<file path="config.mk">
export PLATFORM = sky130hd
export DESIGN_NAME = regToSegment
export DESIGN_NICKNAME = d
export VERILOG_FILES = /design/src/hdl/dispTypesPkg.sv /design/src/hdl/segPatternPkg.sv /design/src/hdl/bcdIf.sv /design/src/hdl/valueSkid.sv /design/src/hdl/binToBcd.sv /design/src/hdl/segmentScanner.sv /design/src/hdl/regToSegment.sv
export VERILOG_INCLUDE_DIRS = /design/src /design/src/include
export SDC_FILE = /design/constraint.sdc
export NUM_CORES = 1
export LEC_CHECK = 0
export ABC_AREA = 1
export BUFFER_PORTS_ARGS = -buffer_cell sky130_fd_sc_hd__buf_2
export CAP_MARGIN = 20
export CORE_MARGIN = 2
export CORE_UTILIZATION = 63
export CTS_BUF_LIST = sky130_fd_sc_hd__clkbuf_8
export DETAILED_ROUTE_END_ITERATION = 16
export GPL_TIMING_DRIVEN = 0
export PLACE_DENSITY = 0.86
export RECOVER_POWER = 100
export SKIP_LAST_GASP = 1
export SYNTH_ARGS = -nofsm -noshare
export SYNTH_HDL_FRONTEND = slang
export SYNTH_SLANG_ARGS = --single-unit
</file>
<file path="constraint.sdc">
create_clock -name clock -period 3 [get_ports clock]
set_input_delay 0.15 -clock clock [delete_from_list [all_inputs] [get_ports clock]]
set_output_delay 0.15 -clock clock [all_outputs]
set_load 0.05 [all_outputs]
</file>
<file path="src/include/disp_params.svh">
`ifndef DISP_PARAMS_SVH
`define DISP_PARAMS_SVH

// Width of the binary register value shown on the display.
`define VALUE_WIDTH 16

// Scanned digit positions, lower anodes only.
`define DIGIT_COUNT 4

// Clock cycles per digit slot on the board.
`define SCAN_DIV_DEFAULT 50000

`endif

</file>
<file path="src/hdl/dispTypesPkg.sv">
`include "disp_params.svh"

package dispTypesPkg;

    // Raw register value as it arrives from the writer.
    typedef logic [`VALUE_WIDTH-1:0] binValue_t;

    // One decimal digit.
    typedef logic [3:0] bcdDigit_t;

    // Index 0 is the ones digit.
    typedef bcdDigit_t [`DIGIT_COUNT-1:0] bcdWord_t;

endpackage

</file>
<file path="src/hdl/segPatternPkg.sv">
package segPatternPkg;

    // Active low, bit 6 is segment g and bit 0 is segment a.
    typedef logic [6:0] segPattern_t;

    // Active low, one bit per anode.
    typedef logic [7:0] anodeMask_t;

    // Common-anode patterns for the digits 0 to 9.
    localparam segPattern_t SEG_DIGIT [0:9] = '{
        7'b1000000, // 0.
        7'b1111001, // 1.
        7'b0100100, // 2.
        7'b0110000, // 3.
        7'b0011001, // 4.
        7'b0010010, // 5.
        7'b0000010, // 6.
        7'b1111000, // 7.
        7'b0000000, // 8.
        7'b0010000  // 9.
    };

    // Only segment d lit, used for overflow and bad digits.
    localparam segPattern_t SEG_BROKEN = 7'b1110111;

endpackage

</file>
<file path="src/hdl/bcdIf.sv">
`timescale 1ns/1ns

interface bcdIf;

    logic valid;
    logic ready;
    dispTypesPkg::bcdWord_t digits;
    logic overflow; // Value was above 9999.

    // Converter side.
    modport source (
        output valid,
        output digits,
        output overflow,
        input  ready
    );

    // Display side.
    modport sink (
        input  valid,
        input  digits,
        input  overflow,
        output ready
    );

endinterface

</file>
<file path="src/hdl/valueSkid.sv">
`timescale 1ns/1ns

module valueSkid (
    input  logic                   clock,
    input  logic                   rst,
    input  dispTypesPkg::binValue_t inValue,
    input  logic                   inValid,
    output logic                   inReady,
    output dispTypesPkg::binValue_t outValue,
    output logic                   outValid,
    input  logic                   outReady
);

    dispTypesPkg::binValue_t skidValue;
    logic                    skidValid;
    logic                    inFire;
    logic                    outFire;
    logic                    headFree;

    assign inFire   = inValid && inReady;
    assign outFire  = outValid && outReady;
    assign headFree = outFire || !outValid; // Head can take a new entry.

    // Skid entry full means both entries are full.
    assign inReady = !skidValid;

    always_ff @(posedge clock) begin
        if (rst) begin
            outValid  <= 1'b0;
            skidValid <= 1'b0;
        end else if (headFree) begin
            if (skidValid) begin
                outValid  <= 1'b1; // Older entry moves up first.
                skidValid <= 1'b0;
            end else begin
                outValid <= inFire;
            end
        end else if (inFire) begin
            skidValid <= 1'b1;
        end
    end

    always_ff @(posedge clock) begin
        if (headFree) begin
            outValue <= skidValid ? skidValue : inValue;
        end
        if (inFire && !headFree) begin
            skidValue <= inValue;
        end
    end

endmodule

</file>
<file path="src/hdl/binToBcd.sv">
`timescale 1ns/1ns
`include "disp_params.svh"

module binToBcd (
    input  logic                   clock,
    input  logic                   rst,
    input  dispTypesPkg::binValue_t inValue,
    input  logic                   inValid,
    output logic                   inReady,
    bcdIf.source                   bcdOut
);

    // One spare digit catches values above 9999.
    localparam int BCD_DIGITS = `DIGIT_COUNT + 1;
    localparam int BCD_BITS   = 4 * BCD_DIGITS;
    localparam int CNT_BITS   = $clog2(`VALUE_WIDTH);
    localparam logic [CNT_BITS-1:0] BIT_LAST = CNT_BITS'(`VALUE_WIDTH - 1);

    typedef enum logic [1:0] {
        IDLE,
        SHIFT,
        DONE
    } state_t;

    state_t                  state;
    dispTypesPkg::binValue_t binReg;
    logic [BCD_BITS-1:0]     bcdReg;
    logic [BCD_BITS-1:0]     bcdAdj;
    logic [CNT_BITS-1:0]     bitCount;

    // Correct every digit of five or more before the next shift.
    function automatic logic [BCD_BITS-1:0] addThree(input logic [BCD_BITS-1:0] bcd);
        logic [BCD_BITS-1:0] result;
        result = bcd;
        for (int i = 0; i < BCD_DIGITS; i++) begin
            if (result[4*i +: 4] >= 4'd5) begin
                result[4*i +: 4] = result[4*i +: 4] + 4'd3;
            end
        end
        return result;
    endfunction

    assign bcdAdj = addThree(bcdReg);

    assign inReady = (state == IDLE);
    assign bcdOut.valid = (state == DONE);
    assign bcdOut.digits = dispTypesPkg::bcdWord_t'(bcdReg[4*`DIGIT_COUNT-1:0]);
    assign bcdOut.overflow = |bcdReg[BCD_BITS-1:4*`DIGIT_COUNT]; // Fifth digit nonzero.

    always_ff @(posedge clock) begin
        if (rst) begin
            state <= IDLE;
        end else begin
            case (state)
                IDLE: begin
                    if (inValid) begin
                        state <= SHIFT;
                    end
                end
                SHIFT: begin
                    if (bitCount == BIT_LAST) begin
                        state <= DONE; // All bits consumed.
                    end
                end
                DONE: begin
                    if (bcdOut.ready) begin
                        state <= IDLE;
                    end
                end
                default: state <= IDLE;
            endcase
        end
    end

    always_ff @(posedge clock) begin
        if (state == IDLE && inValid) begin
            binReg   <= inValue;
            bcdReg   <= '0;
            bitCount <= '0;
        end else if (state == SHIFT) begin
            bcdReg   <= {bcdAdj[BCD_BITS-2:0], binReg[`VALUE_WIDTH-1]}; // MSB first.
            binReg   <= {binReg[`VALUE_WIDTH-2:0], 1'b0};
            bitCount <= bitCount + 1'b1;
        end
    end

endmodule

</file>
<file path="src/hdl/segmentScanner.sv">
`timescale 1ns/1ns
`include "disp_params.svh"

module segmentScanner #(
    parameter int scanDivider = `SCAN_DIV_DEFAULT
) (
    input  logic                      clock,
    input  logic                      rst,
    bcdIf.sink                        bcdIn,
    output segPatternPkg::anodeMask_t an,
    output segPatternPkg::segPattern_t seg
);

    localparam int DIV_BITS  = (scanDivider > 1) ? $clog2(scanDivider) : 1;
    localparam int SLOT_BITS = $clog2(`DIGIT_COUNT);
    localparam logic [DIV_BITS-1:0]  DIV_LAST  = DIV_BITS'(scanDivider - 1);
    localparam logic [SLOT_BITS-1:0] SLOT_LAST = SLOT_BITS'(`DIGIT_COUNT - 1);

    dispTypesPkg::bcdWord_t  heldDigits;
    logic                    heldOverflow;
    logic [DIV_BITS-1:0]     divCount;
    logic [SLOT_BITS-1:0]    slot;
    dispTypesPkg::bcdDigit_t currentDigit;

    assign bcdIn.ready = 1'b1; // Display never stalls the converter.

    always_ff @(posedge clock) begin
        if (rst) begin
            heldDigits   <= '0;
            heldOverflow <= 1'b0;
        end else if (bcdIn.valid) begin
            heldDigits   <= bcdIn.digits;
            heldOverflow <= bcdIn.overflow;
        end
    end

    // Slot moves on once per divider period.
    always_ff @(posedge clock) begin
        if (rst) begin
            divCount <= '0;
            slot     <= '0;
        end else if (divCount == DIV_LAST) begin
            divCount <= '0;
            slot     <= (slot == SLOT_LAST) ? '0 : slot + 1'b1;
        end else begin
            divCount <= divCount + 1'b1;
        end
    end

    assign currentDigit = heldDigits[slot];

    always_comb begin
        an       = '1; // Upper anodes stay dark.
        an[slot] = 1'b0;
    end

    always_comb begin
        if (heldOverflow || currentDigit > 4'd9) begin
            seg = segPatternPkg::SEG_BROKEN;
        end else begin
            seg = segPatternPkg::SEG_DIGIT[currentDigit];
        end
    end

endmodule

</file>
<file path="src/hdl/regToSegment.sv">
`timescale 1ns/1ns
`include "disp_params.svh"

module regToSegment #(
    parameter int scanDivider = `SCAN_DIV_DEFAULT
) (
    input  logic                    clock,
    input  logic                    rst,
    input  logic [`VALUE_WIDTH-1:0] value,
    input  logic                    valueValid,
    output logic                    valueReady,
    output logic [7:0]              an,
    output logic [6:0]              seg
);

    dispTypesPkg::binValue_t skidValue;
    logic                    skidValid;
    logic                    skidReady;

    bcdIf bcdLink ();

    valueSkid valueSkid_i (
        .clock    (clock),
        .rst      (rst),
        .inValue  (value),
        .inValid  (valueValid),
        .inReady  (valueReady),
        .outValue (skidValue),
        .outValid (skidValid),
        .outReady (skidReady)
    );

    // Sequential converter, busy for one cycle per value bit.
    binToBcd binToBcd_i (
        .clock   (clock),
        .rst     (rst),
        .inValue (skidValue),
        .inValid (skidValid),
        .inReady (skidReady),
        .bcdOut  (bcdLink.source)
    );

    segmentScanner #(
        .scanDivider (scanDivider)
    ) segmentScanner_i (
        .clock (clock),
        .rst   (rst),
        .bcdIn (bcdLink.sink),
        .an    (an),
        .seg   (seg)
    );

endmodule

</file>
==> summary.md, run 1 <==
| Metric | Value |
|---|---|
| Routed WL per cell | 13.5 um |
| Avg Synthesized Cell Area | about 8.3 um2 |
| Die height | roughly 94 um |
| Main combinational cell family by area after synthesis | simple AND/OR/NAND/NOR gates |
| Reg2Reg Depth | 3 |
| Leak | 2.44 nW |
| Status | finished, violations left |
| Vias | 4254 |
| PortBufs | 30 |
| Number of synthesized flops with an enable pin | 48 |
| Unique masters post-synth | 32 |
| Total gr overflow | 0 |
| Hold Path End | valueSkid_i.skidValid$_SDFFE_PP0P_ |
| Num Clock Sinks | approximately 110 |
| Pre-CTS WS | between 0.7 and 0.8 ns |
| Largest net degree at the start of global routing | 26 |
| Register area share after synthesis | between 50 and 60% |
| Setup crit end kind | output pin |
| Ys Warns | 0 |
| Slew @ Worst Pin | around 1.7 ns |
| Clock power frac | 32.0% |
| Min Hold Slack | approximately 0.093 ns |
| I/O pin total | 35 |
| Final Slew Violations | 20 |
| Hold-fix buffer count after cts | 17 |
| Sequential share of power | 59.7% |
| Failing checks | max-capacitance violations, max-slew violations |
| CP Data Arrival Time | between 2 and 3 ns |
| First-pass GRT wire length | between 15 and 20 mm |
| Switching Share | a little over a quarter |
| Comb pwr share | between 8 and 9% |
| Mapped Area | ~5200 um2 |
| CTS tree | built |
| Hold Path Origin | valueValid |
| Area grow syn2layout | 11.7% |
| Post-CTS setup buffers | 0 |
| Clk slew on worst S/H paths | about 0.12 ns |
| Die footprint | around 8900 um2 |
| Starting density of the core | around 66% |
| Setup_tns | 0 ns |
| Xor-xnor portion of the synthesized cell area | 1.36% |
| Tot GR Track Use | roughly a quarter |
| Synth area leader | edfxtp_1 |
| Clock Latency Late Sink | ~0.39 ns |
| Die X | ~94 um |
| Top FF cell, synth | dfxtp_1 |
| RSZ-0062 raised after global routing | false |
| Fill count | around 570 |
| Drt drc | 0 |
| Synth area leaders | edfxtp_1, dfxtp_1, nand2_1 |
| Avg Vias per Cell | 5.36 |
| Peak Freq | 360 MHz |
| Maximum clock path buffer count | 2 |
| Synth top cells by count | nand2_1, dfxtp_1, inv_1 |
| GP Congestion | about 0.84 |
| H-tree Lvls | 3 |
| CTS Buf Count | 9 |
| Proportion of synthesized area in mux cells | 0% |
| Final Cycle Share | around 93% |
| CP Launch Point | segmentScanner_i.slot[0]$_SDFFE_PP0N_ |
| Synth top area share | between 20% and 30% |
| Total wire length | ~11 mm |
| Final ANT Viol Nets | 0 |
| CP required | roughly 2.9 ns |
| Startpoint Class | register |
| Simple-Gate Fraction of Synth Area | between 20% and 30% |
| Fin util | between 70% and 80% |
| P_int | 2.08 mW |
| Starting DRT DRC Count | just over 300 |
| Cts repair resizes | 0 |
| Layout cells sized above 1 | under 10% |
| Number of global-route vias before repair | 3921 |
| Synth Instances | around 620 |
| Tot Pwr | between 2 and 3 mW |
| Worst relative slew slack | -16.0% |
| Switching power | between 0.7 and 0.8 mW |
| Final hold viol count | 0 |
| R2r endpoint | valueSkid_i.skidValue[14]$_DFFE_PP_ |
| Drt first pass iters | 5 |
| Critical path class | register to output pin |
| Synth Area in Adders | 5.34% |
| Max VDD drop | 0.404 mV |
| Post-synth ARST share | 0% |
| Worst-path maximum fanout | 11 |
| Core box area | approximately 7800 um2 |
| Fin crit period | between 2 and 3 ns |
| Initial antenna violation count | 0 |
| # rows | 32 |
| Hold path depth | 3 |
| Hold/Removal Path Class | primary input to register |
| Post-route setup slack | ~0.22 ns |
| Leading cell type by number of instances after synthesis | nand2_1 |
| Hpwl dp | between 6 and 7 mm |
| Pwr/cell area | about 500 nW/um2 |
| Setup-failing EPs final | 0 |
| Worst R2R Setup Slack | ~0.36 ns |
| # diodes | 0 |
| Nets@finish | a little over 700 |
| Complex-gate fraction of the synthesized area | a little under a tenth |
| Yosys reg bits | approximately 110 |
| Max_cap viols | 1 |
| CTS root buffer | clkbuf_8 |
| Setup Skew | ~0.0091 ns |
| Reg-to-reg critical path startpoint | binToBcd_i.state[0]$_SDFFE_PP0P_ |
placed cells by master (no fill, tap or decap), types with 3 or more instances in the layout:
master / n
buf_2: 5
nor2_1: 53
xor2_1: 6
edfxtp_1: 48
nand3_1: 32
inv_8: 3
nand4_1: 5
inv_6: 3
dlygate4sd3_1: 17
o21ai_0: 48
dfxtp_1: 63
nand2_1: 194
ha_1: 22
inv_1: 61
clkbuf_8: 9
clkbuf_1: 32
buf_4: 4
a21oi_1: 36
nand2_2: 6
nor3_1: 6
clkbuf_2: 10
inv_2: 3
o22ai_1: 4
conb_1: 4
area by class of cell:
class / count / area (um2) / area share [%]
multi-input cells: 426 / 2050 / 35.6
clock buffers: 9 / 124 / 2.15
inverters: 67 / 256 / 4.45
well taps: 102 / 128 / 2.21
repair buffers: 48 / 302 / 5.23
clock inverters: 7 / 76.3 / 1.32
flip-flops and latches: 111 / 2700 / 46.9
plain buffers: 23 / 120 / 2.08
logic make-up after synthesis:
logic type / Yosys count
adder cells (fa/ha/maj): 22
flip-flops: 111
AO/OA/AOI/OAI: 91
XOR/XNOR: 8
AND/OR/NAND/NOR: 301
buffers and inverters: 90
other: 1
power groups by stage:
stage	Clock, mW	Combinational [mW]	Sequential (mW)
2_1_floorplan	0	0.157	1.72
3_3_place_gp	0	0.205	1.72
3_5_place_dp	0	0.218	1.73
4_1_cts	0.919	0.236	1.69
5_1_grt	0.975	0.266	1.70
6_report	0.909	0.234	1.70
sequential cells by signal, summed over array words and instances, names as in the netlist, 2 cells and up:
signal and cells:
binToBcd_i.bcdReg 20, binToBcd_i.binReg 16, segmentScanner_i.divCount 16, segmentScanner_i.heldDigits 16
valueSkid_i.outValue 16, valueSkid_i.skidValue 16, binToBcd_i.bitCount 4, binToBcd_i.state 2
segmentScanner_i.slot 2
per-layer routing:
layer | up-vias | track usage, % | part of all wire [%]
li1 | 2132 | - | -
met1 | 1955 | 30.3 | 42
met2 | 138 | 43.4 | 50
met3 | 29 | 4.95 | 4.8
met4 | 0 | 10.7 | 2.8
met5 | - | 0 | 0
how the worst max path moves through the flow:
stage | end | depth (start not counted)
6_report | seg[2] | 13
3_3_place_gp | valueSkid_i.skidValue[14]$_DFFE_PP_ | 2
2_1_floorplan | valueSkid_i.skidValue[0]$_DFFE_PP_ | 2
4_1_cts | seg[2] | 15
3_5_place_dp | seg[2] | 15
5_1_grt | seg[2] | 15
worst max-delay path: stages (launching register included):
cell,delay (ns)
dfxtp_1,0.39
buf_6,0.17
inv_4,0.05
buf_6,0.14
o211ai_1,0.24
nand2_1,0.17
ha_1,0.23
or2_2,0.30
nand2_2,0.07
nand2_2,0.04
nand2_2,0.08
inv_4,0.05
nand2_1,0.05
clkbuf_2,0.27
per-stage QoR:
step                cell area [um2]  cells
finish                         5760    793
global route                   5760    793
CTS                            5830    793
detailed placement             5460    760
global placement               5450    759
floorplan                      5170    627
No activity file was read; power rests on OpenSTA's default activity.
==> inputs of run 2 (changes only) <==
==> constraint.sdc (replaced) <==
create_clock -name clock -period 3.1 [get_ports clock]
set_input_delay 0.775 -clock clock [delete_from_list [all_inputs] [get_ports clock]]
set_output_delay 0.775 -clock clock [all_outputs]
set_load 0.05 [all_outputs]
==> run 2 against run 1 <==
Net effect:
- the flow still finishes with violations (max-capacitance violations, max-slew violations)
- design area about the same
- sequential power fell by 4%
- count of clock-buffer cells in the layout stayed put
- total power is 4.1% lower
- utilization about the same
- setup slack got worse by 0.20 ns
- clock power fell by 3.6%
- via count down 0.80%
- critical path type unchanged
- largest power group unchanged
- highest routed layer unchanged
==> summary.md, run 2 (synthesis gave the netlist of run 1 again) <==
| Metric | Value |
|---|---|
| Status | finished, violations left (unchanged) |
| Failing checks | max-capacitance violations, max-slew violations (unchanged) |
| # rows | 32 (unchanged) |
| CTS tree | built (unchanged) |
| Hpwl dp | 6.95 mm (unchanged) |
| Pwr/cell area | 472 nW/um2 (was 493 nW/um2) |
| Final instance area | 5770 um2 (was 5760 um2) |
| H-tree Lvls | 3 (unchanged) |
| Number of flip-flops in the largest register | 20 (unchanged) |
| Initial antenna violation count | 0 (unchanged) |
| Largest net degree at the start of global routing | 26 (unchanged) |
| Most frequent cells in the layout | nand2_1, dfxtp_1, inv_1 (unchanged) |
| PortBufs | 30 (unchanged) |
| Most Crowded Layer GR | met2 (unchanged) |
| Non-Filler Instances | 782 (was 793) |
| Core box area | 7850 um2 (unchanged) |
| Drt first pass iters | 5 (unchanged) |
| Reg2Reg Depth | 3 (unchanged) |
| Max VDD drop | 0.407 mV (was 0.404 mV) |
| Slew @ Worst Pin | 1.69 ns (was 1.73 ns) |
| Fin crit period | 3.08 ns |
| Clk slew on worst S/H paths | 0.12 ns (about the same) |
| Hold/Removal Path Class | register to register (was primary input to register) |
| GP Congestion | 0.836 (unchanged) |
| First-pass GRT wire length | 16.6 mm (was 17.3 mm) |
| Tot Pwr | 2.72 mW (was 2.84 mW) |
| Starting DRT DRC Count | 284 (was 304) |
| Die X | 94.5 um (unchanged) |
| Most common cell after layout, fill and taps aside | nand2_1 (unchanged) |
| Max_cap viols | 1 (unchanged) |
| Final Cycle Share | just under 100% |
| Cell Count Post-Placement | 760 (unchanged) |
| Area grow syn2layout | 11.8% (was 11.7%) |
| Reg area | 2710 um2 (was 2700 um2) |
| Critical path class | register to output pin (unchanged) |
| CP Launch Point | segmentScanner_i.slot[0]$_SDFFE_PP0N_ (unchanged) |
| P_int | 2.00 mW (was 2.08 mW) |
| # diodes | 0 (unchanged) |
| Tot GR Track Use | 23.7% (was 25.0%) |
| Routed WL per cell | 13.2 um (was 13.5 um) |
| Switching power | 0.728 mW (was 0.764 mW) |
| Number of global-route vias before repair | 3784 (was 3921) |
| Most used cell along the critical path | nand2_2 (unchanged) |
| Sequential share of power | 60.2% (was 59.7%) |
| Worst relative slew slack | -13.3% (was -16.0%) |
| CTS Buf Count | 9 (unchanged) |
| CP Cell Sequence | buf_6 > inv_6 > o211ai_1 > nand2_1 > ha_2 > or2_4 > nand2_2 > nand2_2 > nand2_4 > inv_8 > nand2_2 > buf_6 (was buf_6 > inv_4 > buf_6 > o211ai_1 > nand2_1 > ha_1 > or2_2 > nand2_2 > nand2_2 > nand2_2 > inv_4 > nand2_1 > clkbuf_2) |
| R2r endpoint | valueSkid_i.skidValue[11]$_DFFE_PP_ (was valueSkid_i.skidValue[14]$_DFFE_PP_) |
| Num Clock Sinks | 111 (unchanged) |
| I/O pin total | 35 (unchanged) |
| Total gr overflow | 0 (unchanged) |
| Area taken by multi-input logic gates | 2110 um2 (was 2050 um2) |
| Reg-to-reg critical path startpoint | binToBcd_i.state[0]$_SDFFE_PP0P_ (unchanged) |
| Layout cells sized above 1 | 12.1% (was 7.53%) |
| Comb pwr share | 7.6% (was 8.3%) |
| Hold path depth | 2 (was 3) |
| Hold Path End | binToBcd_i.bcdReg[0]$_SDFFE_PN0P_ (was valueSkid_i.skidValid$_SDFFE_PP0P_) |
| Crit-path slowest cell | dfxtp_2 (was dfxtp_1) |
| Clock power frac | 32.2% (was 32.0%) |
| CP required | 2.32 ns (was 2.85 ns) |
| Maximum clock path buffer count | 2 (unchanged) |
| Hold-fix buffer count after cts | 0 (was 17) |
| Die height | 94.5 um (unchanged) |
| Avg Vias per Cell | 5.40 (was 5.36) |
| Setup Skew | 0.00815 ns (was 0.00914 ns) |
| Worst R2R Setup Slack | 0.50 ns (was 0.36 ns) |
| Placed Area | 5460 um2 (unchanged) |
| Switching Share | 26.7% (was 26.9%) |
| Final hold viol count | 0 (unchanged) |
| M2 GR Usage | 40.0% (was 43.4%) |
| Final ANT Viol Nets | 0 (unchanged) |
| Fill count | 562 (was 572) |
| Crit-path max cell delay | 0.36 ns (was 0.39 ns) |
| Vias | 4220 (was 4254) |
| Fin util | 73.5% (was 73.4%) |
| Setup crit end kind | output pin (unchanged) |
| Hold Path Origin | binToBcd_i.binReg[15]$_DFFE_PP_ (was valueValid) |
| Setup-failing EPs final | 0 (unchanged) |
| Total wire length | 10.3 mm (was 10.7 mm) |
| Met1 usage | 30.0% (was 30.3%) |
| Final Slew Violations | 20 (unchanged) |
| CP Data Arrival Time | 2.30 ns (was 2.63 ns) |
| CTS root buffer | clkbuf_8 (unchanged) |
| GRT met3 Usage | 5.11% (was 4.95%) |
| Worst-path maximum fanout | 13 (was 11) |
| Register with the most flip-flops | binToBcd_i.bcdReg (unchanged) |
| Starting density of the core | 65.7% (unchanged) |
| Die footprint | 8920 um2 (unchanged) |
| Drt drc | 0 (unchanged) |
| Peak Freq | approximately 320 MHz |
| Nets@finish | 716 (was 727) |
| Clock Latency Late Sink | 0.38 ns (was 0.39 ns) |
| Leak | 2.46 nW (was 2.44 nW) |
| Startpoint Class | register (unchanged) |
run 2: cell types whose count changed in the layout (fill, tap and decap cells not counted), moves of 4 or more:
| cell | delta |
|---|---|
| clkbuf_1 | -11 |
| buf_4 | +6 |
| clkbuf_2 | -7 |
| nand2_2 | +5 |
| buf_8 | +4 |
| buf_2 | +12 |
| nand2_1 | -7 |
| dlygate4sd3_1 | -17 |
run 2: critical path: cells and delay by family (launching register included):
kind	cells	cell delay (ns)
compound gates	1	0.25
simple gates	6	0.70
flops	1	0.36
fa+ha+maj	1	0.21
buf+inv	4	0.40
run 2: final cells by class:
class	instances	area share (%)
buffer	22	1.89
timing repair buffer	38	4.41
clock buffer	9	2.15
inverter	67	4.58
multi-input combinational	426	36.5
clock inverter	7	1.32
sequential	111	46.9
tap	102	2.21
run 2: worst max path at each step:
stage / to / slack, ns / depth (start not counted)
4_1_cts: seg[2] / 0.0005 / 13
6_report: seg[5] / 0.02 / 12
5_1_grt: seg[5] / -0.06 / 15
2_1_floorplan: seg[3] / 0.25 / 12
3_5_place_dp: seg[2] / 0.18 / 15
3_3_place_gp: valueSkid_i.skidValue[14]$_DFFE_PP_ / -0.56 / 2
run 2: power by group through the flow:
stage / sequential, mW / combinational, mW / clock (mW)
finish: 1.64 / 0.208 / 0.876
global route: 1.65 / 0.238 / 0.944
CTS: 1.64 / 0.212 / 0.889
detailed placement: 1.67 / 0.211 / 0
global placement: 1.67 / 0.198 / 0
floorplan: 1.66 / 0.152 / 0
run 2: metal layers:
metal / part of all wire [%] / vias up / routed length (um)
li1: - / 2109 / -
met4: 2.0 / 0 / 212
met2: 50 / 140 / 5120
met5: 0 / - / 0
met3: 5.2 / 23 / 539
met1: 43 / 1948 / 4470
run 2: per-stage QoR:
stage / TNS (ns) / setup WS, ns / hold WS (ns)
6_report: 0 / 0.0221 / 0.472
3_5_place_dp: 0 / 0.177 / 0.439
5_1_grt: -0.257 / -0.0565 / 0.514
4_1_cts: 0 / 0.000500 / 0.476
3_3_place_gp: -8.96 / -0.561 / 0.438
2_1_floorplan: 0 / 0.251 / 0.422
run 2: what timing repair did:
action                     in CTS  in global routing
gates resized for setup        17                 23
setup endpoints to repair       7                  7
buffers inserted                4                  3
pin swaps                       4                  5
==> inputs of run 3 (changes only) <==
Settings changed: PLACE_DENSITY 0.86 to 0.84.
Clock period 3.1 ns to 3 ns, I/O delays scaled along.
==> run 3 against run 2 <==
Net effect:
- the flow finishes with violations (max-capacitance violations, max-slew violations, negative setup slack)
- clock power is 2.4% lower
- clock skew is 0.0057 ns higher
- via count stayed put
- utilization is 0.73 points higher
- hold slack worse by 0.013 ns
- sequential power is 3% higher
- routed wire length is 3.9% higher
- global-route usage is 0.89 points higher
- sequential cell count stayed put
- critical endpoint is now seg[4]
==> summary.md, run 3 (synthesis gave the netlist of run 1 again) <==
| Metric | Value |
|---|---|
| Clk slew on worst S/H paths | 0.11 ns (was 0.12 ns) |
| Routed WL per cell | 13.7 um (was 13.2 um) |
| Starting DRT DRC Count | 243 (was 284) |
| Most frequent cells in the layout | nand2_1, dfxtp_1, inv_1 (unchanged) |
| # rows | 32 (unchanged) |
| Peak Freq | roughly 330 MHz |
| Clock power frac | 30.9% (was 32.2%) |
| Clock Latency Late Sink | 0.38 ns (about the same) |
| Setup crit end kind | output pin (unchanged) |
| Die X | 94.5 um (unchanged) |
| Setup-failing EPs final | 7 (was 0) |
| Startpoint Class | register (unchanged) |
| Core box area | 7850 um2 (unchanged) |
| RSZ-0062 raised after global routing | true |
| I/O pin total | 35 (unchanged) |
| Number of global-route vias before repair | 3947 (was 3784) |
| GP Congestion | 0.834 (was 0.836) |
| # diodes | 0 (unchanged) |
| Num Clock Sinks | 111 (unchanged) |
| Fin crit period | slightly above 3 ns |
| Total wire length | 10.7 mm (was 10.3 mm) |
| Layout cells sized above 1 | 12.7% (was 12.1%) |
| First-pass GRT wire length | 17.2 mm (was 16.6 mm) |
| Hold/Removal Path Class | register to register (unchanged) |
| CTS Buf Count | 9 (unchanged) |
| CTS tree | built (unchanged) |
| Total gr overflow | 0 (unchanged) |
| CP required | 2.25 ns (was 2.32 ns) |
| Post-route setup slack | -0.0541 ns (was 0.0221 ns) |
| Final Slew Violations | 20 (unchanged) |
| Max_cap viols | 1 (unchanged) |
| Reg area | 2710 um2 (about the same) |
| Register with the most flip-flops | binToBcd_i.bcdReg (unchanged) |
| Nets@finish | 720 (was 716) |
| Drt first pass iters | 5 (unchanged) |
| Comb pwr share | 7.8% (was 7.6%) |
| Worst-path maximum fanout | 6 (was 13) |
| Area grow syn2layout | 12.9% (was 11.8%) |
| Hold-fix buffer count after cts | 0 (unchanged) |
| Switching Share | 26.0% (was 26.7%) |
| Number of flip-flops in the largest register | 20 (unchanged) |
| P_int | 2.04 mW (was 2.00 mW) |
| Switching power | 0.719 mW (was 0.728 mW) |
| Fill count | 561 (was 562) |
| Drt drc | 0 (unchanged) |
| Die footprint | 8920 um2 (unchanged) |
| PortBufs | 30 (unchanged) |
| Largest net degree at the start of global routing | 26 (unchanged) |
| Leak | 2.47 nW (was 2.46 nW) |
| Pwr/cell area | 475 nW/um2 (was 472 nW/um2) |
| Failing checks | max-capacitance violations, max-slew violations, negative setup slack (was max-capacitance violations, max-slew violations) |
| Status | finished, violations left (unchanged) |
| Vias | 4220 (unchanged) |
| Final hold viol count | 0 (unchanged) |
| Initial antenna violation count | 0 (unchanged) |
| Starting density of the core | 65.7% (unchanged) |
| Tot GR Track Use | 24.6% (was 23.7%) |
| Avg Vias per Cell | 5.37 (was 5.40) |
| Hpwl dp | 6.99 mm (was 6.95 mm) |
| Slew @ Worst Pin | 1.57 ns (was 1.69 ns) |
| CTS root buffer | clkbuf_8 (unchanged) |
| Maximum clock path buffer count | 2 (unchanged) |
| Most common cell after layout, fill and taps aside | nand2_1 (unchanged) |
| Critical path class | register to output pin (unchanged) |
| Pre-CTS WS | 0.133 ns (was 0.177 ns) |
| Area taken by multi-input logic gates | 2140 um2 (was 2110 um2) |
| Max VDD drop | 0.417 mV (was 0.407 mV) |
| H-tree Lvls | 3 (unchanged) |
| Final ANT Viol Nets | 0 (unchanged) |
| Worst relative slew slack | -5.09% (was -13.3%) |
| Setup Skew | 0.0138 ns (was 0.00815 ns) |
| Min Hold Slack | 0.458 ns (was 0.472 ns) |
| Sequential share of power | 61.3% (was 60.2%) |
| CP Data Arrival Time | 2.30 ns (about the same) |
| Final Cycle Share | 102% |
| Die height | 94.5 um (unchanged) |
## run 3: changes by cell type in the layout (fill, tap and decap cells not counted), sizes merged
| cell | change |
|---|---|
| clkbuf | +2 |
| clkinvlp | +2 |
| buf | +2 |
| inv | -4 |
| clkinv | +2 |
## run 3: critical path, cell delays in order (launching register included)
cell and delay, ns:
dfxtp_4 0.43, buf_6 0.12, nor2_4 0.03, nor2_2 0.11, o21ai_1 0.09, nand2_2 0.11, inv_2 0.07, ha_4 0.16
or2_4 0.22, nand2_2 0.06, nand2_2 0.05, nand2_2 0.09, clkinv_4 0.13, nand2_4 0.10, buf_8 0.14
## run 3: area by class of cell
cell class | count | area share (%)
plain buffers | 21 | 1.65
clock buffers | 9 | 2.13
clock inverters | 7 | 1.10
inverters | 67 | 4.49
multi-input cells | 426 | 36.7
flip-flops and latches | 111 | 46.5
well taps | 102 | 2.19
repair buffers | 43 | 5.22
## run 3: timing repair
item	in CTS	in global routing
pin swaps	6	7
buffers inserted	7	5
resized for setup	27	24
setup endpoints to repair	7	7
## run 3: stage by stage
| stage | util (%) | std cells | power, mW | TNS, ns | area [um2] |
|---|---|---|---|---|---|
| 6_report | 74.2 | 786 | 2.76 | -0.294 | 5820 |
| 3_3_place_gp | 69.4 | 759 | 1.93 | -11.10 | 5450 |
| 3_5_place_dp | 69.5 | 760 | 1.95 | 0 | 5460 |
| 2_1_floorplan | - | 627 | 1.87 | 0 | 5170 |
| 5_1_grt | 74.2 | 786 | 2.88 | -0.703 | 5820 |
| 4_1_cts | 73.3 | 782 | 2.77 | 0 | 5760 |
## run 3: metal layers
metal	part of all wire (%)	GRT usage, %
met1	44	31.4
met2	49	41.9
met3	4.4	5.03
met4	2.2	8.82
met5	0	0
## run 3: path summary, 6_finish.rpt
check                                                           end  cells past startpoint                                   from  slack [ns]
worst max register to register  valueSkid_i.skidValue[13]$_DFFE_PP_                      3       binToBcd_i.state[0]$_SDFFE_PP0P_        0.48
worst max-delay path                                         seg[4]                     14  segmentScanner_i.slot[0]$_SDFFE_PP0N_       -0.05
worst min-delay path              binToBcd_i.bcdReg[0]$_SDFFE_PN0P_                      2        binToBcd_i.binReg[15]$_DFFE_PP_        0.46
worst min register to register    binToBcd_i.bcdReg[0]$_SDFFE_PN0P_                      2        binToBcd_i.binReg[15]$_DFFE_PP_        0.46
## run 3: power groups by stage
stage	sequential, mW	combinational (mW)	clock [mW]
after floorplan	1.72	0.157	0
after global placement	1.72	0.205	0
after detailed placement	1.73	0.219	0
after CTS	1.69	0.220	0.860
after global routing	1.70	0.247	0.931
final	1.69	0.215	0.855
